$ cat src/hw/dmx_macros.svh
// --------------------
// timing and size constants for the DMX512 transmitter
// bit rate, frame length, break length and CSR bus geometry
// --------------------

`ifndef DMX_MACROS_SVH
`define DMX_MACROS_SVH

// line timing
`define DMX_BAUD 250000 // DMX512 bit rate in bit/s
`define DMX_BREAK_BITS 25 // terminal value of the break counter

// channel memory
`define DMX_CHANNELS 512 // slots sent in every frame
`define DMX_CHAN_AW 9 // address width of the channel memory

// CSR bus
`define DMX_CSR_AW 14 // CSR address width
`define DMX_CSR_DW 32 // CSR data width
`define DMX_CSR_SEL_LSB 10 // lowest bit of the block select field

`endif

$ cat src/hw/dmx_csr_pkg.sv
// --------------------
// register map types seen from the CSR bus
// address space selector and control register layout
// --------------------

package dmx_csr_pkg;

	// --------------------
	// address space inside the block, picked by the bit below the select field
	typedef enum logic {
		space_channels = 1'b0, // one byte per DMX slot
		space_control = 1'b1 // control register
	} csr_space_e;

	// --------------------
	// control register, bit 0 of the CSR word
	typedef struct packed {
		logic thru_en; // pass the thru input straight to tx
	} ctrl_reg_t;

endpackage

$ cat src/hw/dmx_chan_if.sv
// --------------------
// host access port of the channel memory
// write strobe, address, write data and readback byte
// --------------------

`timescale 1ns/1ps

`include "dmx_macros.svh"

interface dmx_chan_if;

	logic [`DMX_CHAN_AW-1:0] addr; // slot number
	logic we; // write strobe, one cycle per byte
	logic [7:0] wdata; // level to store
	logic [7:0] rdata; // level read back one cycle after addr

	// CSR side
	modport host (
		output addr, we, wdata,
		input rdata
	);

	// memory side
	modport mem (
		input addr, we, wdata,
		output rdata
	);

endinterface

$ cat src/hw/dmx_csr_regs.sv
// --------------------
// CSR decode for the DMX transmitter
// block select, channel write gating, control register, readback mux
// --------------------

`timescale 1ns/1ps

`include "dmx_macros.svh"

module dmx_csr_regs import dmx_csr_pkg::*; #(
	parameter logic [3:0] csr_addr = 4'h0
) (
	input logic sys_clk,
	input logic sys_rst,
	input logic [`DMX_CSR_AW-1:0] csr_a,
	input logic csr_we,
	input logic [`DMX_CSR_DW-1:0] csr_di,
	output logic [`DMX_CSR_DW-1:0] csr_do,
	dmx_chan_if.host chan,
	output logic thru_en
);

	logic csr_sel; // access targets this block
	csr_space_e space; // channel bytes or control register
	ctrl_reg_t ctrl;
	logic rd_chan; // last access read a channel byte
	logic [`DMX_CSR_DW-1:0] ctrl_do; // registered control readback

	// --------------------
	// address decode
	assign csr_sel = csr_a[`DMX_CSR_AW-1:`DMX_CSR_SEL_LSB] == csr_addr;
	assign space = csr_space_e'(csr_a[`DMX_CSR_SEL_LSB-1]);

	assign chan.addr = csr_a[`DMX_CHAN_AW-1:0];
	assign chan.wdata = csr_di[7:0];
	assign chan.we = csr_sel & csr_we & (space == space_channels);

	// --------------------
	// control register and read path
	always_ff @(posedge sys_clk) begin
		if (sys_rst) begin
			ctrl <= '0;
			rd_chan <= 1'b0;
			ctrl_do <= '0;
		end else begin
			rd_chan <= csr_sel & (space == space_channels);
			ctrl_do <= '0; // unselected accesses read back zero
			if (csr_sel && space == space_control) begin
				ctrl_do <= {{(`DMX_CSR_DW-1){1'b0}}, ctrl.thru_en};
				if (csr_we) begin
					ctrl.thru_en <= csr_di[0];
				end
			end
		end
	end

	// memory data already lags its address by one cycle, like ctrl_do
	assign csr_do = rd_chan ? {{(`DMX_CSR_DW-8){1'b0}}, chan.rdata} : ctrl_do;

	assign thru_en = ctrl.thru_en;

	// a bus write to the channel space reaches the memory and leaves the control register alone
	a_chan_write: assert property (
		@(posedge sys_clk) disable iff (sys_rst)
		(csr_sel && csr_we && space == space_channels)
			|-> chan.we ##1 $stable(ctrl)
	) else $error("channel write lost or leaked into the control register");

endmodule

$ cat src/flat_wrapper.sv
// flat-port wrapper written by rule: the top's interface ports become plain ports
module dmx_csr_regs_flat import dmx_csr_pkg::*;
#(
	parameter logic [3:0] csr_addr = 4'h0
)
  (sys_clk, sys_rst, csr_a, csr_we, csr_di, csr_do, thru_en, chan_addr, chan_we, chan_wdata, chan_rdata);
  dmx_chan_if chan_i ();
  input logic sys_clk;
  input logic sys_rst;
  input logic [`DMX_CSR_AW-1:0] csr_a;
  input logic csr_we;
  input logic [`DMX_CSR_DW-1:0] csr_di;
  output logic [`DMX_CSR_DW-1:0] csr_do;
  output logic thru_en;
  output wire logic [$bits(chan_i.addr)-1:0] chan_addr;
  output wire logic [$bits(chan_i.we)-1:0] chan_we;
  output wire logic [$bits(chan_i.wdata)-1:0] chan_wdata;
  input wire logic [$bits(chan_i.rdata)-1:0] chan_rdata;
  assign chan_addr = chan_i.addr;
  assign chan_we = chan_i.we;
  assign chan_wdata = chan_i.wdata;
  assign chan_i.rdata = chan_rdata;
  dmx_csr_regs #(.csr_addr(csr_addr)) u_core (.sys_clk(sys_clk), .sys_rst(sys_rst), .csr_a(csr_a), .csr_we(csr_we), .csr_di(csr_di), .csr_do(csr_do), .chan(chan_i), .thru_en(thru_en));
endmodule
$ cat config.mk
export PLATFORM = sky130hd
export DESIGN_NAME = dmx_csr_regs_flat
export DESIGN_NICKNAME = d
export VERILOG_FILES = /design/src/hw/dmx_csr_pkg.sv /design/src/hw/dmx_chan_if.sv /design/src/hw/dmx_csr_regs.sv /design/src/flat_wrapper.sv
export VERILOG_INCLUDE_DIRS = /design/src /design/src/hw
export SDC_FILE = /design/constraint.sdc
export NUM_CORES = 1
export LEC_CHECK = 0
export BUFFER_PORTS_ARGS = -buffer_cell sky130_fd_sc_hd__buf_2
export CAP_MARGIN = 20
export CORE_AREA = 5 5 53 55
export DETAILED_ROUTE_END_ITERATION = 10
export DIE_AREA = 0 0 58 60
export PLACE_DENSITY = 0.76
export SLEW_MARGIN = 20
export SYNTH_ARGS = -nofsm -noshare
export SYNTH_HDL_FRONTEND = slang
export SYNTH_SLANG_ARGS = --single-unit
$ cat constraint.sdc
create_clock -name sys_clk -period 1.9 [get_ports sys_clk]
set_input_delay 0.285 -clock sys_clk [delete_from_list [all_inputs] [get_ports sys_clk]]
set_output_delay 0.285 -clock sys_clk [all_outputs]
set_load 0.01 [all_outputs]
# After elaboration in Yosys (flattened, before gate mapping)
# Cells that the tools add are included.
dict set report totals {
  ff_bits 34
  in_bits 57
  word_cells 14
  romBits 0
  mem_count 0
  out_inout_bits 51
  latch_bits 0
  ram_bits 0
}
dict set report op_classes {
  n_div 0
  multipliers 0
  add_sub_neg 0
  mux 1
  bitwise_logic 5
  n_reduce_logical 4
  magnitude_cmp 0
  eq_ne 0
  shift 0
}
# operator count
set ops {}
lappend ops {{32-bit 2-to-1 mux} 1}
lappend ops {{4-bit logical NOT} 1}
lappend ops {{1-bit bitwise AND} 3}
lappend ops {{1-bit NOT} 2}
lappend ops {{2-bit AND reduction} 1}
lappend ops {{2-bit OR reduction} 1}
lappend ops {{1-bit logical AND} 1}

# Depth between registers and ports, before layout
dict set report logic_depth {
  word_depth 4
  mapped_depth 3
  mapped_depth_nobuf 3
}

# Least setup slack after synthesis
# OpenSTA, ideal clock, no wires.
dict set report synth_timing {
  path_kind {input to output}
  startpoint {input csr_a[11]}
  endpoint {output chan_we}
  slack_ps 437
  path_stages 2
  required_time_ps 1615
  n_path_buf 0
  arrival_ps 1178
  cell_sequence {or4_4 -> nor3b_1}
}
dict set report synth_between {
  elab_chain_cells 3
}
# element line
set synth_rtl {}
lappend synth_rtl {{start: declaration} flat_wrapper.sv:10} ;# input logic [`DMX_CSR_AW-1:0] csr_a;
lappend synth_rtl {{4-bit logical NOT} dmx_csr_regs.sv:31} ;# assign csr_sel = csr_a[`DMX_CSR_AW-1:`DMX_CSR_SEL_LSB] == csr_addr;
lappend synth_rtl {{1-bit bitwise AND (2 in a row)} dmx_csr_regs.sv:36} ;# assign chan.we = csr_sel & csr_we & (space == space_channels);
lappend synth_rtl {{end: declaration} flat_wrapper.sv:16} ;# output wire logic [$bits(chan_i.we)-1:0] chan_we;
# No other way between the ends.

# Worst setup path after layout
# Ends and elaborated chain as after synthesis.

==> results.yml <==
run_status:
  outcome: "complete, no violations"
finish:
  nFillCells: 287
  final_common_cell: "buf_2"
  antenna_cells: 0
  fin_cells: 106
  fin_util: 0.199
  drive_gt1_frac: 0.421
  area_growth_pct: -4.62
  nNetsFinal: 134
  multi_input_area_um2: 203
  regArea_um2: 60.1
  design_area_um2: 465
  final_cell_mix: "27 x buf_2, 24 x conb_1, 7 x and2_1"
yosys:
  yosysTopAreaCell: "buf_4"
  synth_seq_cells: 3
  synth-simple-area-share: 0.197
  syn_area_um2: 488
  synth_cell_types: 14
  synthTopCellsByArea: "buf_4 63%, dfxtp_1 12%, and2_1 9.0%"
  synth_top_area_share: 0.631
  synthMuxAreaShare: 0.0231
  synth_top_family_by_area: "buffers and inverters"
  ys_seq_area_frac: 0.123
  synth_compound_area_frac: 0.0103
  avgSynthCellArea_um2: 7.75
  yosysWarnings: 0
  postSynthCellCount: 63
  synth_fa_ha_area_frac: 0
  synth-xor-area-share: 0
sta:
  holdWs_ps: 244
  fmax_mhz: 640
  hold_violations: 0
  period_needed_ps: 1560
  finalSetupViolCount: 0
  skew_ps: 0.205
  setup_ws_ps: 337
  min_period_over_period: 0.823
  setup_tns_ps: 0
  grt_setup_unrepaired: "false"
  drv_slew: 0
global_route:
  grt_pass1_vias: 243
  antenna_found_initial: 0
  grt_pass1_wl_um: 890
  grt_max_degree: 9
  gr-total-overflow: 0
  grt_usage: 0.0350
clock_network:
  htree_levels: 1
  cts_buffers: 3
  cts_tree: "done"
  cts_resized: 0
  ctsHoldBuffers: 0
  clk_pin_slew_ps: 40
  clkLatencyLatePin_ps: 220
  root_buffer: "clkbuf_4"
  cts_sinks: 3
  postCtsSetupRepairBufs: 0
  clock_path_buffers: 2
place:
  dpl.hpwl_um: 779
  dp_cells: 102
  port_buffers: 27
  placedInstanceArea_um2: 439
  gp_congestion: 0.525
  dp_slack_ps: 313
pwr:
  p_leak_nw: 0.284
  design_power_total_mw: 0.219
  power_density_nw_per_um2: 471
  ir_drop_v: 0.000194
route:
  vias: 338
  drt_pass1_iterations: 2
  drc: 0
  drt_iter0_markers: 5
  postRouteAntennaNets: 0
  viasPerCell: 3.19
  drt-total-wl_um: 858
  wl_per_cell_um: 8.09
floorplanning:
  die-area_um2: 3480
  core_um2: 2340
  die_height_um: 60
  start_util: 0.208
  io_pins: 108
  num_rows: 18
  die_width_um: 58
setup_path:
  cp-start-kind: "primary input"
  r2r_setup_slack_ps: 1300
  critPathKind: "primary input to primary output"
  cp-end-kind: "primary output"
  crit_required_ps: 1620
  r2r_end: "u_core.thru_en"
  reg2reg_depth: 2
  worstPathArrival_ps: 1280
  r2r_start: "u_core.thru_en"
  critPathMaxFanout: 5
min_path:
  holdPathStages: 2
  min_from: "sys_rst"
  whs_endpoint: "u_core.rd_chan"
  hp-class: "primary input to flip-flop"
job:
  cap_violations: 0
==> where the power goes <==
part	leakage (nW)	switching (mW)	internal [mW]	total (mW)
registers	0.0242	0.000391	0.0637	0.0641
logic	0.245	0.0307	0.0157	0.0463
clock network	0.0150	0.0302	0.0785	0.109
==> metal layers <==
layer	GRT usage	vias to the layer above	wire, um
met5	0	-	0
li1	-	157	-
met2	0.0694	37	445
met4	0.0464	0	25
met3	0.0238	6	226
met1	0.0128	138	160
==> Yosys cell counts <==
cell and instances:
nor2_1 1, nor3b_1 1, nor3_1 2, or4b_1 1
dfxtp_1 3, conb_1 1, and2_1 7, nand2_1 1
or4_4 1, mux2_2 1, buf_4 41, nand2b_1 1
inv_1 1, o21ai_0 1
==> critical path: stages <==
cell and delay, ps:
buf_2 90, or4_4 550, nor3b_1 190, buf_2 160
==> kinds of logic after synthesis <==
logic type,Yosys count
buf+inv,42
compound gates,1
flops,3
simple gates,15
mux,1
other cells,1
==> sequential cells by signal (all words and copies together) (netlist names) <==
name	flops
u_core.rd_chan	1
u_core.thru_en	1
u_core.ctrl_do	1
==> cell type report <==
type                       count  share of cell area
multi-input combinational     41               0.435
clock buffer                   4              0.0565
sequential                     3               0.129
timing repair buffer          27               0.290
inverter                       1             0.00806
tap                           30              0.0806
==> worst max path at each step <==
stage	cells after the start	start	to	slack, ps
after floorplan	2	csr_a[11]	chan_we	440
after global placement	4	csr_a[11]	u_core.thru_en	310
after detailed placement	4	csr_a[11]	u_core.thru_en	310
after CTS	4	csr_a[11]	chan_we	330
after global routing	4	csr_a[11]	chan_we	300
final	4	csr_a[11]	chan_we	340
Note: power is estimated with default switching activity, not from simulation.
