$ cat src/hw/dmx_macros.svh
// --------------------
// timing and size constants for the DMX512 transmitter
// bit rate, frame length, break length and CSR bus geometry
// --------------------

`ifndef DMX_MACROS_SVH
`define DMX_MACROS_SVH

// line timing
`define DMX_BAUD 250000 // DMX512 bit rate in bit/s
`define DMX_BREAK_BITS 25 // terminal value of the break counter

// channel memory
`define DMX_CHANNELS 512 // slots sent in every frame
`define DMX_CHAN_AW 9 // address width of the channel memory

// CSR bus
`define DMX_CSR_AW 14 // CSR address width
`define DMX_CSR_DW 32 // CSR data width
`define DMX_CSR_SEL_LSB 10 // lowest bit of the block select field

`endif

$ cat src/hw/dmx_frame_pkg.sv
// --------------------
// frame generator types
// FSM state encoding and line source select
// --------------------

package dmx_frame_pkg;

	// states are listed in send order, so most steps are a plain increment
	typedef enum logic [4:0] {
		mtbp, // mark time between packets
		brk, // break, held low
		mab1, mab2, // mark after break
		sc_start, // start code, all low
		sc_d0, sc_d1, sc_d2, sc_d3,
		sc_d4, sc_d5, sc_d6, sc_d7,
		sc_stop1, sc_stop2,
		start, // slot start bit
		d0, d1, d2, d3, d4, d5, d6, d7, // slot data, LSB first
		stop1, stop2
	} frame_state_e;

	// source of the next bit on the line
	typedef enum logic [3:0] {
		sel_b0, sel_b1, sel_b2, sel_b3,
		sel_b4, sel_b5, sel_b6, sel_b7,
		sel_hi, // mark level
		sel_lo // space level
	} tx_sel_e;

endpackage

$ cat src/hw/dmx_frame_gen.sv
// --------------------
// DMX512 framing FSM
// break and slot counters, registered line mux, thru bypass
// --------------------

`timescale 1ns/1ps

`include "dmx_macros.svh"

module dmx_frame_gen import dmx_frame_pkg::*; (
	input logic sys_clk,
	input logic sys_rst,
	input logic bit_ce,
	output logic [8:0] chan_addr,
	input logic [7:0] chan_data,
	input logic thru_en,
	input logic thru,
	output logic tx
);

	localparam logic [4:0] brk_last = 5'(`DMX_BREAK_BITS);
	localparam logic [`DMX_CHAN_AW-1:0] last_chan = `DMX_CHAN_AW'(`DMX_CHANNELS - 1);

	frame_state_e state;
	frame_state_e next_state;
	tx_sel_e tx_sel;

	logic brk_clr; // hold the break counter outside the break
	logic [4:0] brk_cnt;
	logic break_done;

	logic addr_clr; // slot address stays at zero until the first slot
	logic addr_inc;
	logic frame_done; // last slot has been addressed

	logic tx_gen; // registered line level from the FSM

	// --------------------
	// state register
	always_ff @(posedge sys_clk) begin
		if (sys_rst) begin
			state <= mtbp;
		end else if (bit_ce) begin
			state <= next_state;
		end
	end

	assign brk_clr = state != brk;
	assign addr_clr = state < start; // covers mtbp through the start code
	assign addr_inc = state == stop1;

	always_comb begin
		next_state = frame_state_e'(state + 5'd1); // states are in send order
		tx_sel = sel_hi;
		case (state)
			brk: begin
				tx_sel = sel_lo;
				next_state = break_done ? mab1 : brk;
			end
			sc_start, sc_d0, sc_d1, sc_d2, sc_d3,
			sc_d4, sc_d5, sc_d6, sc_d7, start: tx_sel = sel_lo;
			d0: tx_sel = sel_b0;
			d1: tx_sel = sel_b1;
			d2: tx_sel = sel_b2;
			d3: tx_sel = sel_b3;
			d4: tx_sel = sel_b4;
			d5: tx_sel = sel_b5;
			d6: tx_sel = sel_b6;
			d7: tx_sel = sel_b7;
			stop2: next_state = frame_done ? mtbp : start;
			default: tx_sel = sel_hi; // mtbp, mab and stop bits stay at mark
		endcase
	end

	// --------------------
	// break length counter, break_done lands one bit after the terminal count
	always_ff @(posedge sys_clk) begin
		if (sys_rst) begin
			brk_cnt <= '0;
			break_done <= 1'b0;
		end else if (bit_ce) begin
			if (brk_clr) begin
				brk_cnt <= '0;
				break_done <= 1'b0;
			end else if (brk_cnt == brk_last) begin
				break_done <= 1'b1;
			end else begin
				brk_cnt <= brk_cnt + 5'd1;
			end
		end
	end

	// --------------------
	// slot address, moves at stop1 so the next byte is ready before its start bit
	always_ff @(posedge sys_clk) begin
		if (sys_rst) begin
			chan_addr <= '0;
			frame_done <= 1'b0;
		end else if (bit_ce) begin
			if (addr_clr) begin
				chan_addr <= '0;
				frame_done <= 1'b0;
			end else if (addr_inc) begin
				chan_addr <= chan_addr + 1'b1; // wraps to zero after the last slot
				frame_done <= chan_addr == last_chan;
			end
		end
	end

	// --------------------
	// line output
	always_ff @(posedge sys_clk) begin
		if (sys_rst) begin
			tx_gen <= 1'b1; // idle at mark
		end else begin
			case (tx_sel)
				sel_b0: tx_gen <= chan_data[0];
				sel_b1: tx_gen <= chan_data[1];
				sel_b2: tx_gen <= chan_data[2];
				sel_b3: tx_gen <= chan_data[3];
				sel_b4: tx_gen <= chan_data[4];
				sel_b5: tx_gen <= chan_data[5];
				sel_b6: tx_gen <= chan_data[6];
				sel_b7: tx_gen <= chan_data[7];
				sel_lo: tx_gen <= 1'b0;
				default: tx_gen <= 1'b1;
			endcase
		end
	end

	assign tx = thru_en ? thru : tx_gen; // bypass is not registered

	a_state_legal: assert property (
		@(posedge sys_clk) disable iff (sys_rst)
		!$isunknown(state) && state inside {[mtbp:stop2]}
	) else $error("frame FSM left its state set");

	// tx trails the state by one clock, hence the check on the next cycle
	a_stop_high: assert property (
		@(posedge sys_clk) disable iff (sys_rst)
		(!thru_en && state inside {stop1, stop2}) |=> (thru_en || tx)
	) else $error("stop bit driven low");

endmodule

$ cat config.mk
export PLATFORM = sky130hd
export DESIGN_NAME = dmx_frame_gen
export DESIGN_NICKNAME = d
export VERILOG_FILES = /design/src/hw/dmx_frame_pkg.sv /design/src/hw/dmx_frame_gen.sv
export VERILOG_INCLUDE_DIRS = /design/src /design/src/hw
export SDC_FILE = /design/constraint.sdc
export NUM_CORES = 1
export LEC_CHECK = 0
export BUFFER_PORTS_ARGS = -buffer_cell sky130_fd_sc_hd__buf_2
export CAP_MARGIN = 30
export CORE_MARGIN = 2
export CORE_UTILIZATION = 45
export DETAILED_ROUTE_END_ITERATION = 12
export GPL_TIMING_DRIVEN = 1
export MAX_ROUTING_LAYER = met4
export PLACE_DENSITY = 0.68
export SLEW_MARGIN = 0
export SYNTH_ARGS = -nofsm -noshare
export SYNTH_HDL_FRONTEND = slang
export SYNTH_SLANG_ARGS = --single-unit
$ cat constraint.sdc
create_clock -name sys_clk -period 2.1 [get_ports sys_clk]
set_input_delay 0.105 -clock sys_clk [delete_from_list [all_inputs] [get_ports sys_clk]]
set_output_delay 0.105 -clock sys_clk [all_outputs]
set_load 0.02 [all_outputs]
# --- Word-level counts from Yosys, hierarchy flattened ---
# Index checks and enable logic that the tools add are counted.
totals:
  wordCells: 64
  reg_bits: 22
  out_inout_bits: 10
  in_bits: 13
classes:
  reduce_logical: 7
  eq_ne: 33
  add_sub_neg: 3
  mux: 14
  order_cmp: 1
op_table:
  columns: ["operator", "n"]
  rows:
  - ["== test 5 bit (second input constant)", 11]
  - ["case mux 4 bit (9 select lines)", 1]
  - ["== test 5 x 4 -> 1 bit (second input constant)", 6]
  - ["== test 5 x 3 -> 1 bit (second input constant)", 4]
  - ["2-to-1 mux 9 bit", 2]
  - ["== test 4 x 3 -> 1 bit (second input constant)", 4]
  - ["OR reduction 11 bit", 1]
  - ["adder 5 x 1 -> 5 bit (second input constant)", 2]
  - ["2-to-1 mux 5 bit", 2]
  - ["case mux 5 bit (2 select lines)", 1]
  - ["adder 9 x 1 -> 9 bit (second input constant)", 1]
  - ["== test 9 bit (second input constant)", 1]
  - ["case mux 1 bit (9 select lines)", 1]
  - ["== test 4 x 2 -> 1 bit (second input constant)", 2]
  - ["AND reduction 2 bit", 3]
  - ["== test 5 x 1 -> 1 bit (second input constant)", 1]
  - ["less-than comparator 5 x 4 -> 1 bit (second input constant)", 1]
  - ["2-to-1 mux 1 bit", 5]
  - ["!= test 5 x 1 -> 1 bit (second input constant)", 1]
  - ["== test 4 x 1 -> 1 bit (second input constant)", 1]
  - ["== test 4 bit (second input constant)", 1]
  - ["logical NOT 4 bit", 1]
  - ["2-to-1 mux 4 bit", 1]
  - ["nonzero test 2 bit", 2]
  - ["2 further kinds", 2]

# --- Longest topological paths before layout ---
depth:
  depth_word: 5
  ltp_mapped: 8
  depth_no_buf: 8

# --- Worst setup path after synthesis ---
# OpenSTA, ideal clock, no wires.
synth_path:
  path_kind: "register -> register"
  startpoint: "register state[0]"
  endpoint: "register tx_gen"
  stages_incl_launch_ff: 9
  n_path_buf: 0
  required_time_ps: 2031
  period_less_slack_ps: 1932
  path_slack_ps: 168
  t_arrival_ps: 1864
  setup_time_ps: 69
  cell_sequence: "dfxtp_1 > ha_1 > and3_1 > ha_1 > or3_4 > nor4b_1 > a31o_1 > nor3_1 > o21ai_1"
synth_via:
  elab_chain_cells: 5
  elab_cells_between_ends: 31
  cone_classes: "eq/ne (27); mux (2); reduce/logical (2)"
synth_rtl:
  columns: ["item", "line_no", "source"]
  rows:
  - ["start: declaration", "dmx_frame_gen.sv:24", "frame_state_e state;"]
  - ["start signal: assignment", "dmx_frame_gen.sv:42", "state <= mtbp;"]
  - ["start signal: assignment", "dmx_frame_gen.sv:44", "state <= next_state;"]
  - ["== test 5 x 3 -> 1 bit, or another cell as far along", "dmx_frame_gen.sv:55", "case (state)"]
  - ["OR reduction 11 bit (no source line)", null, null]
  - ["case mux 4 bit (9 select lines) (*)", "dmx_frame_gen.sv:55", null]
  - ["== test 4 bit, or another cell as far along", "dmx_frame_gen.sv:116", "case (tx_sel)"]
  - ["case mux 1 bit (9 select lines) (*)", "dmx_frame_gen.sv:116", null]
  - ["end signal: assignment", "dmx_frame_gen.sv:117", "sel_b0: tx_gen <= chan_data[0];"]
  - ["end signal: assignment", "dmx_frame_gen.sv:118", "sel_b1: tx_gen <= chan_data[1];"]
  - ["end signal: assignment", "dmx_frame_gen.sv:119", "sel_b2: tx_gen <= chan_data[2];"]
  - ["end: declaration", "dmx_frame_gen.sv:36", "logic tx_gen;"]
# Mark *: on every way between the ends. The rest lies on a longest branch, timed or not.
# A chain may end at the register's enable or synchronous reset.

# --- Worst setup path in the final report ---
# Same ends and word-level chain as after synthesis.

==> flow_metrics.py <==
metrics = {
    "critical_path": {
        "start_kind": "flip-flop",
        "crit_chain": "ha_1 > and3_1 > ha_1 > or3_4 > or2_1 > o32ai_1 > nor3_1 > o21ai_1",
        "critPathSlowestCell": "or3_4",
        "path_class": "flip-flop to flip-flop",
        "slowest_delay_ps": 420,
        "cp_num_buf_inv": 0,
        "crit_fanout": 6,
        "cpMostUsedCell": "ha_1",
        "worst_ep_required_time_ps": 2370,
        "critPathArrivalTime_ps": 2300,
        "worstSetupEndpointType": "flip-flop",
        "crit_family": "simple AND/OR/NAND/NOR gates",
    },
    "drt": {
        "first_pass_iters": 4,
        "drt_iter0_markers": 30,
        "drtAntennaViolNets": 0,
        "drt-vias-per-instance": 5.87,
        "drc": 0,
        "vias": 1326,
        "wl_mm": 3.13,
        "wire_per_inst_um": 13.8,
    },
    "global_route": {
        "grt_util_all_layers_pct": 19.6,
        "grt_antenna_before_repair": 0,
        "grt_pass1_wl_mm": 5.15,
        "grt_overflow_total": 0,
        "grt_pass1_vias": 1160,
        "grt_max_degree": 21,
    },
    "cts": {
        "clock_latency_ps": 320,
        "cts-root-buf": "clkbuf_4",
        "clock_sinks": 22,
        "clock_path_buffers": 2,
        "cts_tree": "yes",
        "clk_pin_slew_worst_paths_ps": 130,
        "post_cts_buffers": 0,
        "h-tree-depth": 1,
        "cts_buffers": 3,
        "post_cts_resized": 0,
        "hold_buffers": 0,
    },
    "timing": {
        "rsz0062_at_grt": "no",
        "worstMarginPinSlew_ps": 439,
        "timing.final.crit_share_pct": 96.7,
        "tns_ps": 0,
        "relSlewSlack_pct": 70.7,
        "skew_ps": 10.8,
        "finalSetupViolCount": 0,
        "fmax_ghz": 0.493,
        "hold_viol": 0,
        "fin_crit_ps": 2030,
        "drv_slew": 0,
    },
    "placed_design": {
        "placed_cells": 222,
        "portBuffers": 22,
        "dpl_cell_area_mm2": 0.00152,
        "place_hpwl_mm": 2.31,
        "place_congestion": 0.905,
    },
    "final_layout": {
        "final_cells": 226,
        "antennaDiodeCount": 0,
        "final_area_mm2": 0.00158,
        "nNetsFinal": 218,
        "drive_above_1_share_pct": 20.0,
        "area_growth_pct": 16.1,
    },
    "logic_synthesis": {
        "postSynthCellCount": 171,
        "ys_ff_latch": 22,
        "synth_cell_types": 49,
        "yosys.area.top_type": "dfxtp_1",
        "synth.avg_cell_area_um2": 7.97,
        "ys_top_cells_by_area": "dfxtp_1 (32%), ha_1 (8.3%), nor2_1 (7.4%)",
        "ys.flop_type": "dfxtp_1",
        "synth_top_area_share_pct": 32.3,
        "ys_seq_area_share_pct": 32.3,
        "ys_warn_count": 0,
        "netlist_area_mm2": 0.00136,
        "async_flop_share_pct": 0,
        "synth_most_common_cell": "nor2_1",
        "synth-edff-count": 0,
        "ys_top_cells_by_count": "nor2_1 (27), dfxtp_1 (22), a21oi_1 (13), nand2_1 (11), ha_1 (9)",
        "synth_fp_nets": 193,
    },
    "die": {
        "start_util_pct": 48.6,
        "core.rowCount": 19,
        "die-area_mm2": 0.00348,
        "die_h_um": 59.0,
        "fp.dieW_um": 59.0,
        "core_mm2": 0.00281,
        "io_pins": 23,
    },
    "pwr": {
        "power_leakage_nw": 0.654,
        "total_power_mw": 0.887,
        "ir_drop_uv": 295,
        "power.density_mw_per_mm2": 561,
    },
    "outcome": {
        "run_status": "finished, final reports clean",
    },
    "hold_path": {
        "min_path_type": "input pin to flip-flop",
    },
    "run": {
        "cap_violations": 0,
    },
}
## layout by cell type, fill, tap and decap left out, types with 2 or more instances in the layout
cell	netlist	layout
a211oi_1	2	2
nor3b_1	2	2
nand2_1	11	11
xor2_1	2	2
nand3_1	6	6
buf_4	0	6
inv_1	7	7
dfxtp_1	22	22
mux2i_1	5	5
clkbuf_4	0	3
a22oi_1	7	7
a21oi_1	13	13
nor2_1	27	27
ha_1	9	9
and3_1	6	6
a21o_1	2	2
nand4_1	3	3
buf_2	1	22
nor3_1	5	5
o21ai_0	6	6
## flip-flops by register name, indices dropped and copies added (netlist names)
register / count
frame_done: 1
tx_gen: 1
brk_cnt: 5
state: 5
chan_addr: 9
break_done: 1
## logic make-up (layout without fill, tap and decap cells)
logic type / Yosys count / after routing / share of synthesized area (%)
multiplexers: 6 / 6 / 4.50
flip-flops: 22 / 22 / 32.3
AO/OA/AOI/OAI: 42 / 42 / 20.4
XOR/XNOR: 2 / 2 / 1.29
AND/OR/NAND/NOR: 75 / 75 / 28.4
adder cells (fa/ha/maj): 9 / 9 / 8.26
buffers and inverters: 15 / 39 / 4.87
## power breakdown
part           switching (mW)  total (mW)  internal (mW)
logic                  0.0716       0.121         0.0498
registers             0.00893       0.434          0.426
clock network           0.138       0.331          0.193
## through the flow
step | worst slack, ps | hold WS (ps) | util (%)
global route | 4.87 | 192 | 56.4
floorplan | 168 | 291 | -
global placement | 175 | 485 | 54.1
CTS | 91.7 | 176 | 55.9
finish | 69.9 | 173 | 56.4
detailed placement | 113 | 494 | 54.1
## worst paths after layout
kind / from / to / slack [ps] / cells after the start
min reg2reg: chan_addr[7] / chan_addr[7] / 520 / 2
min: sys_rst / chan_addr[8] / 170 / 2
max reg2reg: state[0] / tx_gen / 70 / 8
max: state[0] / tx_gen / 70 / 8
## worst reg2reg max path, delay by kind of cell (launching register included)
family                     cells  cell delay [ps]
AOI/OAI and AO/OA              2              270
adders and majority gates      2              420
and+or+nand+nor                4              920
DFF                            1              390
## metal layers
layer | up-vias | track usage [%] | wire length [um]
met1 | 619 | 23.8 | 1420
met4 | 0 | 6.82 | 19
met2 | 37 | 33.2 | 1520
li1 | 668 | - | -
met5 | - | - | 0
met3 | 2 | 2.84 | 172
## layout make-up
| class | count | area [um^2] |
|---|---|---|
| timing repair buffer | 28 | 155 |
| clock inverter | 1 | 30.0 |
| multi-input combinational | 134 | 868 |
| sequential | 22 | 440 |
| fill | 260 | 1220 |
| tap | 31 | 38.8 |
| clock buffer | 3 | 22.5 |
| inverter | 7 | 26.3 |
Power figures use the tool's default switching activity.
