==> src/hw/dmx_macros.svh <==
// --------------------
// timing and size constants for the DMX512 transmitter
// bit rate, frame length, break length and CSR bus geometry
// --------------------

`ifndef DMX_MACROS_SVH
`define DMX_MACROS_SVH

// line timing
`define DMX_BAUD 250000 // DMX512 bit rate in bit/s
`define DMX_BREAK_BITS 25 // terminal value of the break counter

// channel memory
`define DMX_CHANNELS 512 // slots sent in every frame
`define DMX_CHAN_AW 9 // address width of the channel memory

// CSR bus
`define DMX_CSR_AW 14 // CSR address width
`define DMX_CSR_DW 32 // CSR data width
`define DMX_CSR_SEL_LSB 10 // lowest bit of the block select field

`endif

==> src/hw/dmx_bit_clock.sv <==
// --------------------
// bit period clock enable
// one pulse of bit_ce per DMX bit time
// --------------------

`timescale 1ns/1ps

`include "dmx_macros.svh"

module dmx_bit_clock #(
	parameter int clk_freq = 100000000
) (
	input logic sys_clk,
	input logic sys_rst,
	output logic bit_ce
);

	localparam int divisor = clk_freq / `DMX_BAUD; // clocks per bit
	localparam int cnt_w = (divisor > 1) ? $clog2(divisor) : 1;
	localparam logic [cnt_w-1:0] reload = cnt_w'(divisor - 1);

	logic [cnt_w-1:0] ce_cnt;

	always_ff @(posedge sys_clk) begin
		if (sys_rst) begin
			ce_cnt <= reload;
			bit_ce <= 1'b0;
		end else if (ce_cnt == '0) begin
			ce_cnt <= reload;
			bit_ce <= 1'b1; // terminal count
		end else begin
			ce_cnt <= ce_cnt - 1'b1;
			bit_ce <= 1'b0;
		end
	end

	a_ce_single: assert property (
		@(posedge sys_clk) disable iff (sys_rst) bit_ce |=> !bit_ce
	) else $error("bit_ce held for more than one cycle");

endmodule

==> config.mk <==
export PLATFORM = sky130hd
export DESIGN_NAME = dmx_bit_clock
export DESIGN_NICKNAME = d
export VERILOG_FILES = /design/src/hw/dmx_bit_clock.sv
export VERILOG_INCLUDE_DIRS = /design/src /design/src/hw
export SDC_FILE = /design/constraint.sdc
export NUM_CORES = 1
export LEC_CHECK = 0
export ABC_AREA = 1
export BUFFER_PORTS_ARGS = -buffer_cell sky130_fd_sc_hd__buf_2
export CAP_MARGIN = 40
export CORE_AREA = 2 2 39 41
export DETAILED_ROUTE_END_ITERATION = 7
export DIE_AREA = 0 0 41 43
export PLACE_DENSITY = 0.63
export SKIP_CTS_REPAIR_TIMING = 1
export SLEW_MARGIN = 20
export SYNTH_ARGS = -nofsm -noshare
export SYNTH_HDL_FRONTEND = slang
export SYNTH_SLANG_ARGS = --single-unit
==> constraint.sdc <==
create_clock -name sys_clk -period 1.93 [get_ports sys_clk]
set_input_delay 0.4825 -clock sys_clk [delete_from_list [all_inputs] [get_ports sys_clk]]
set_output_delay 0.4825 -clock sys_clk [all_outputs]
set_load 0.03 [all_outputs]
# Word level (Yosys, flattened, before mapping)
# Index checks and enable logic that the tools add are counted.
dict set report word_totals {
  reg_bits 10
  latchBits 0
  ram_bits 0
  romBits 0
  input_bits 2
  out_inout_bits 1
  elab_cells 6
  memories 0
}
dict set report classes {
  n_addsub 1
  mul 0
  div 0
  order_cmp 0
  n_eq_ne 0
  shifts 0
  n_mux 1
  bitwise_logic 0
  reduce_logical 2
}
# cell n
set ops {}
lappend ops {{zero test 9 bit} 1}
lappend ops {{subtractor 9 x 1 -> 9 bit (second input constant)} 1}
lappend ops {{OR reduction 2 bit} 1}
lappend ops {{two-way mux 1 bit} 1}

# Depth between registers and ports, before layout
# Gate-level depths: netlist (run 1).
dict set report depth {
  ltp_word 2
  ltp_mapped 8
  depth_no_buf 8
}

# Least setup slack after synthesis (run 1)
# OpenSTA, ideal clock, no wires.
dict set report synth_path {
  path_kind {register to register}
  startpoint {register ce_cnt[0]}
  endpoint {register ce_cnt[6]}
  setup_time_ns 0.112
  arrival_time_ns 1.010
  required_ns 1.818
  setup_slack_ns 0.807
  stages_incl_launch_ff 8
  path_buffers 0
  synth_period_minus_slack_ns 1.123
  path_cell_list {dfxtp_1 > inv_1 > ha_1 > nand2_2 > nor2_1 > nand3_2 > nand2_2 > nor2_1}
}
dict set report synth_between {
  elab_chain_len 2
  elab_cells_between_ends 3
  classes_between {add/sub (1); reduce/logical (2)}
}
# item line
set synth_lines {}
lappend synth_lines {{start: declaration} dmx_bit_clock.sv:22} ;# logic [cnt_w-1:0] ce_cnt;
lappend synth_lines {{start signal: assignment} dmx_bit_clock.sv:26} ;# ce_cnt <= reload;
lappend synth_lines {{start signal: assignment} dmx_bit_clock.sv:29} ;# ce_cnt <= reload;
lappend synth_lines {{start signal: assignment} dmx_bit_clock.sv:32} ;# ce_cnt <= ce_cnt - 1'b1;
lappend synth_lines {{parallel branches: the longest is 2 deep, another holds subtractor 9 x 1 -> 9 bit} -}
# Parallel ways; which one is timed is not known.
# A chain may end at the register's enable or synchronous reset.

# Worst setup path in the final report (run 1)
dict set report layout_path {
  startpoint {register ce_cnt[0]}
  endpoint {register ce_cnt[5]}
}
# Same word-level chain as after synthesis.

==> qor.yml, run 1 <==
run_status: "finished, final reports clean"
period_share_pct: 63.9
drt-total-wl_microns: 791
hold_viol: 0
grt_max_degree: 6
port_buffers: 2
cts_tree: "yes"
grt_pass1_vias: 393
drv_cap: 0
startpoint: "ce_cnt[0]"
crit_path_start_kind: "register"
cts_buffer_depth: 2
preCtsSetupSlack_ps: 694
avgRoutedWirePerCell_microns: 8.60
multi_input_area_sq_um: 244
netlist_instances: 71
setup_viol: 0
die_w_microns: 41
leakage_nw: 0.278
power_frac_comb_pct: 5.2
ant_nets: 0
insertion_delay_ps: 260
post-route-util_pct: 40.0
endpoint_kind: "register"
grt_usage_pct: 12.7
start_util_pct: 36.2
syn_area_per_cell_sq_um: 7.05
die_h_microns: 43
drc: 0
path_cells: "inv_1 -> ha_1 -> nand2_2 -> nor2_1 -> nand3_2 -> nand2_2 -> nor2_1"
critPathKind: "reg -> reg"
vdd_drop_max_mv: 0.282
most-common-layout-cells: "nand2_1 (17), inv_1 (14), nor2_1 (10), dfxtp_1 (10)"
final_common_cell: "nand2_1"
first_iter_violations: 13
io_pins: 3
timing.fmax_mhz: 810
period_minus_slack_ps: 1230
vias: 405
fp.coreArea_sq_mm: 0.00138
design_area_sq_um: 553
power.share.switching_pct: 22.2
crit_cells: 7
cp.required_ps: 2090
worst-path-buf-inv: 1
dp_hpwl_microns: 628
reg2reg_depth: 7
drtPass1Iterations: 4
syn2layout_area_growth_pct: 10.5
p_clk_share_pct: 37.5
seq_area_sq_um: 200
routed_via_density: 4.40
gp_congestion: 0.837
slew_violations: 0
critPathMaxFanout: 4
cp-endpoint: "ce_cnt[5]"
reg2reg_to: "ce_cnt[5]"
path_clk_slew_ps: 60
yosysSeqAreaShare_pct: 40.0
worst_pin_slew_ps: 212
synth_seq_cells: 10
grt_pass1_wl_microns: 1470
synth_warnings: 0
fin_setup_tns_ps: 0
p_switching_uw: 83.3
syn_area_sq_um: 500
fillCellCount: 148
critPathMaxStageDelay_ps: 310
cp_top_family: "simple AND/OR/NAND/NOR gates"
finClkSkew_ps: 2.94
cts.sinks: 10
arrival_ps: 1390
fin_ws_ps: 696
place_area_sq_um: 531
fp-row-count: 14
relSlewSlack_pct: 85.9
overflow: 0
yosysUniqueCellTypes: 17
cts-buffers-inserted: 3
fin_nets: 81
reg2reg_from: "ce_cnt[0]"
rrSetupSlack_ps: 700
antenna_found_initial: 0
root_buffer: "clkbuf_4"
power_density_mw_per_mm2: 678
diodes: 0
p_seq_share_pct: 57.3
hold_class: "reg -> reg"
die-area_sq_mm: 0.00176
rsz0062_at_grt: "no"
cpMaxStageDelayCell: "dfxtp_1"
layout-drive-gt1-share_pct: 22.4
htree_num_levels: 1
p_int_uw: 291
syn-num-nets: 74
[layer usage]
layer / GRT usage [%] / wire length (microns) / vias up
met3: 7.85 / 46 / 0
met1: 15.6 / 402 / 176
li1: - / - / 223
met4: 8.00 / 0 / 0
met2: 15.9 / 343 / 6
met5: 0 / 0 / -
[cell usage after synthesis, drive strengths merged]
library cell / count / area (sq um)
xor2: 1 / 8.76
nand4: 1 / 6.26
o21ai: 2 / 13.8
dfxtp: 10 / 200
a21oi: 1 / 16.3
inv: 15 / 56.3
nand2: 21 / 88.8
or2: 1 / 6.26
nor2: 13 / 61.3
ha: 1 / 12.5
nand3: 5 / 30.0
[power by group through the flow]
stage / combinational [mW] / clock [mW] / sequential (mW)
after floorplan: 0.0149 / 0 / 0.219
after global placement: 0.0196 / 0 / 0.219
after detailed placement: 0.0201 / 0 / 0.219
after CTS: 0.0203 / 0.144 / 0.214
after global routing: 0.0231 / 0.160 / 0.215
final: 0.0196 / 0.141 / 0.215
[per-stage QoR]
step,instances,hold WS [ps],total power [mW]
after floorplan,71,365,0.234
after global placement,89,373,0.239
after detailed placement,89,376,0.239
after CTS,92,392,0.378
after global routing,92,401,0.398
final,92,390,0.375
[cell families (layout without fill, tap and decap cells)]
logic type | after synthesis | after routing | share of synthesized area (%)
XOR/XNOR | 1 | 1 | 1.75
flip-flops | 10 | 10 | 40.0
buffers and inverters | 15 | 20 | 11.2
AND/OR/NAND/NOR | 41 | 41 | 38.5
adder cells (fa/ha/maj) | 1 | 1 | 2.50
AO/OA/AOI/OAI | 3 | 3 | 6.00
[sequential cells by signal (all words and copies together) (netlist names)]
register and count:
bit_ce 1, ce_cnt 9
[how the worst min path moves through the flow]
stage	from	endpoint	slack, ps	cells after the start
2_1_floorplan	ce_cnt[0]	ce_cnt[0]	360	1
3_3_place_gp	ce_cnt[0]	ce_cnt[0]	370	1
3_5_place_dp	ce_cnt[0]	ce_cnt[0]	380	1
4_1_cts	ce_cnt[0]	ce_cnt[0]	390	1
5_1_grt	ce_cnt[0]	ce_cnt[0]	400	1
6_report	ce_cnt[0]	ce_cnt[0]	390	1
[final cells by class]
cell class | instances | share of cell area (%)
multi-input cells | 46 | 44.1
well taps | 16 | 3.62
inverters | 15 | 10.2
clock buffers | 3 | 4.07
repair buffers | 2 | 1.81
flip-flops and latches | 10 | 36.2
Power figures use the tool's default switching activity.
==> run 2: changes to the inputs <==
Settings changed: ABC_AREA 1 to 0, PLACE_DENSITY 0.63 to 0.56.
Clock period 1.93 ns to 1.2 ns, I/O delays scaled along.
==> qor.yml, run 2 <==
busiest_layer: "met2"
setup_viol: 5
drt-total-wl_microns: 904
overflow: 0
run_status: "finished with violations"
critPathKind: "reg -> reg"
grt_usage_pct: 13.9
syn2layout_area_growth_pct: 47.6
synth_edf_count: 0
multi_input_area_sq_um: 253
critPathMaxFanout: 5
synth_top_area_share_pct: 48.2
synth_seq_cells: 10
worst_pin_slew_ps: 364
cts-buffers-inserted: 3
most-common-layout-cells: "buf_4 (9), dfxtp_2 (6), dfxtp_1 (4)"
cts.sinks: 10
rsz0062_at_grt: "yes"
synth_warnings: 0
synth-compound-area-share_pct: 16.9
io_pins: 3
root_buffer: "clkbuf_4"
diodes: 0
p_seq_share_pct: 50.4
power.share.switching_pct: 20.9
preCtsSetupSlack_ps: -184
synthMuxAreaShare_pct: 0
path_cells: "or4_4 -> o21a_1 -> a211o_1"
period_minus_slack_ps: 1370
ant_nets: 0
dpl.cell_count: 73
yosys.area_share.simple_pct: 28.0
synth-xor-area-share_pct: 2.11
leakage_nw: 0.233
cts_buffer_depth: 2
fillCellCount: 142
arrival_ps: 1530
p_clk_share_pct: 44.0
dp_hpwl_microns: 649
grt_pass1_wl_microns: 1560
synth_area_leaders: "dfxtp_1 (48%), or4_1 (5.4%), or3_1 (4.5%)"
p_int_uw: 546
hold_viol: 0
period_share_pct: 114
fin_ws_ps: -171
grt_pass1_vias: 398
crit_path_start_kind: "register"
avgRoutedWirePerCell_microns: 11.7
routed_via_density: 5.12
critPathMaxStageDelay_ps: 540
htree_num_levels: 1
hold_class: "in -> reg"
layout-drive-gt1-share_pct: 54.1
place_area_sq_um: 552
path_clk_slew_ps: 70
cts_tree: "yes"
largest_reg_flops: 9
largestRegisters: "ce_cnt x9, bit_ce x1"
drc: 0
synth_top_family_by_area: "simple AND/OR/NAND/NOR gates"
endpoint_kind: "register"
power_density_mw_per_mm2: 1130
design_area_sq_um: 613
port_buffers: 2
fp.coreArea_sq_mm: 0.00138
vdd_drop_max_mv: 0.784
dominantRegCellSynth: "dfxtp_1"
syn-num-nets: 48
cp.required_ps: 1360
vias: 394
gp_congestion: 0.721
antenna_found_initial: 0
final_cells: 77
power_frac_comb_pct: 5.6
grtUsageMet2_pct: 19.4
fp-row-count: 14
fin_nets: 65
cpMaxStageDelayCell: "or4_4"
timing.fmax_mhz: 729
die_w_microns: 41
yosysUniqueCellTypes: 21
drtPass1Iterations: 3
syn_area_sq_um: 415
top_register: "ce_cnt"
synth_fa_ha_area_share_pct: 3.01
grt_max_degree: 8
seq_area_sq_um: 208
yosysTopAreaCell: "dfxtp_1"
final_common_cell: "buf_4"
async_flop_share_pct: 0
yosysSeqAreaShare_pct: 48.2
start_util_pct: 30.0
netlist_instances: 45
finClkSkew_ps: 7.00
post-route-util_pct: 44.3
violations: "setup timing"
grt_use_met1_pct: 14.9
slew_violations: 0
die_h_microns: 43
p_switching_uw: 145
insertion_delay_ps: 270
drv_cap: 0
first_iter_violations: 6
die-area_sq_mm: 0.00176
relSlewSlack_pct: 75.5
met3_usage_pct: 7.85
syn_area_per_cell_sq_um: 9.23
post-synth-top-count-cell: "dfxtp_1"
run 2: area by class of cell:
| cell class | count | area share [%] |
|---|---|---|
| clock buffers | 4 | 5.92 |
| inverters | 2 | 1.22 |
| multi-input cells | 33 | 41.2 |
| flip-flops and latches | 10 | 33.9 |
| well taps | 16 | 3.27 |
| repair buffers | 12 | 14.5 |
run 2: logic make-up (layout without fill, tap and decap cells):
logic type	after synthesis	count (layout)
and+or+nand+nor	20	20
AOI/OAI and AO/OA	11	11
DFF	10	10
buffers and inverters	2	18
adders and majority gates	1	1
xor gates and xnor gates	1	1
run 2: power groups by stage:
stage / sequential [mW] / clock, mW / combinational [mW]
finish: 0.348 / 0.304 / 0.0389
global route: 0.349 / 0.337 / 0.0449
CTS: 0.347 / 0.316 / 0.0386
detailed placement: 0.354 / 0 / 0.0386
global placement: 0.354 / 0 / 0.0363
floorplan: 0.353 / 0 / 0.0248
run 2: stage by stage:
step                hold slack, ps  power, mW  TNS [ps]
floorplan                      362      0.378      -522
global placement               393      0.390      -640
detailed placement             397      0.393      -703
CTS                            259      0.701      -769
global route                   251      0.731      -966
finish                         270      0.691      -644
run 2: layer usage:
layer  part of all wire (%)  vias to the layer above
met3                    4.4                        4
met1                     46                      183
li1                       -                      200
met4                    2.8                        0
met2                     47                        7
met5                      0                        -
run 2: worst max-delay path: cells and delay by family (launching register included):
| family | cells | cell delay, ps |
|---|---|---|
| and+or+nand+nor | 1 | 540 |
| AOI/OAI and AO/OA | 2 | 390 |
| DFF | 1 | 340 |
run 2: worst paths after layout:
kind / startpoint / endpoint / slack (ps) / cells past startpoint
setup reg to reg: ce_cnt[3] / ce_cnt[7] / -170 / 3
setup / recovery: ce_cnt[3] / ce_cnt[7] / -170 / 3
hold / removal: sys_rst / ce_cnt[4] / 270 / 2
hold reg to reg: ce_cnt[0] / ce_cnt[0] / 400 / 1
==> run 3: changes to the inputs <==
Settings changed: PLACE_DENSITY 0.56 to default.
==> qor.yml, run 3 (synthesized netlist as in run 2, its figures left out) <==
critPathKind: "reg -> reg"
vias: 382
cp.required_ps: 1400
gp_congestion: 0.692
grt_pass1_vias: 329
dpl.cell_count: 72
place_area_sq_um: 544
violations: "setup timing"
drt-total-wl_microns: 937
grt_max_degree: 8
period_share_pct: 116
largestRegisters: "ce_cnt x9, bit_ce x1"
first_iter_violations: 2
drc: 0
start_util_pct: 30.0
diodes: 0
fp-row-count: 14
preCtsSetupSlack_ps: -193
cts-buffers-inserted: 3
routed_via_density: 5.09
die_h_microns: 43
grt_pass1_wl_microns: 1390
io_pins: 3
dp_hpwl_microns: 624
syn2layout_area_growth_pct: 46.7
final_common_cell: "buf_4"
crit_path_start_kind: "register"
fin_ws_ps: -191
setup_viol: 5
rsz0062_at_grt: "yes"
vdd_drop_max_mv: 0.532
fp.coreArea_sq_mm: 0.00138
avgRoutedWirePerCell_microns: 12.5
design_area_sq_um: 609
leakage_nw: 0.222
drv_cap: 0
grt_usage_pct: 12.2
arrival_ps: 1590
hold_class: "in -> reg"
die-area_sq_mm: 0.00176
root_buffer: "clkbuf_4"
timing.fmax_mhz: 719
run_status: "finished with violations"
insertion_delay_ps: 260
die_w_microns: 41
hold_viol: 0
final_cells: 75
most-common-layout-cells: "buf_4 (9), dfxtp_1 (5), dfxtp_2 (5), or4_4 (4)"
relSlewSlack_pct: 75.5
ant_nets: 0
overflow: 0
slew_violations: 0
fillCellCount: 137
cts_tree: "yes"
antenna_found_initial: 0
cts.sinks: 10
layout-drive-gt1-share_pct: 55.9
port_buffers: 2
largest_reg_flops: 9
hold_slack_ps: 282
endpoint_kind: "register"
path_clk_slew_ps: 60
power_density_mw_per_mm2: 1000
cts_buffer_depth: 2
drtPass1Iterations: 2
worst_pin_slew_ps: 364
htree_num_levels: 1
finClkSkew_ps: 7.22
top_register: "ce_cnt"
critPathMaxFanout: 5
fin_nets: 64
period_minus_slack_ps: 1390
## run 3: per-layer routing
metal / up-vias / global-route usage (%) / part of all wire [%]
met3: 2 / 7.85 / 5.3
li1: 195 / - / -
met1: 178 / 16.6 / 48
met2: 7 / 14.4 / 45
met5: - / 0 / 0
met4: 0 / 6.00 / 0.96
## run 3: final timing paths
path              startpoint  depth (start not counted)  slack (ps)        end
hold reg to reg    ce_cnt[0]                          1         400  ce_cnt[0]
hold / removal       sys_rst                          2         280  ce_cnt[6]
setup reg to reg   ce_cnt[5]                          3        -190  ce_cnt[6]
setup / recovery   ce_cnt[5]                          3        -190  ce_cnt[6]
## run 3: report_power, final
group	internal (mW)	switching, mW	leakage, nW	total [mW]
clock	0.115	0.107	0.0138	0.223
combinational	0.0191	0.0182	0.128	0.0373
sequential	0.342	0.00694	0.0805	0.349
total	0.477	0.132	0.222	0.609
## run 3: layout make-up
cell class / count / area [sq um] / share of cell area [%]
repair buffers: 11 / 77.6 / 12.7
flip-flops and latches: 10 / 206 / 33.9
clock buffers: 3 / 22.5 / 3.70
multi-input cells: 33 / 275 / 45.2
inverters: 2 / 7.51 / 1.23
well taps: 16 / 20.0 / 3.29
## run 3: critical path: stages (launching register included)
cell	delay, ps
dfxtp_1	350
or3_1	370
or4_4	480
a21oi_2	130
## run 3: metrics by stage
stage / power (mW) / TNS, ps / utilization (%)
after floorplan: 0.378 / -522 / -
after global placement: 0.390 / -691 / 39.3
after detailed placement: 0.391 / -749 / 39.3
after CTS: 0.617 / -833 / 41.0
after global routing: 0.645 / -1020 / 44.0
final: 0.609 / -675 / 44.0
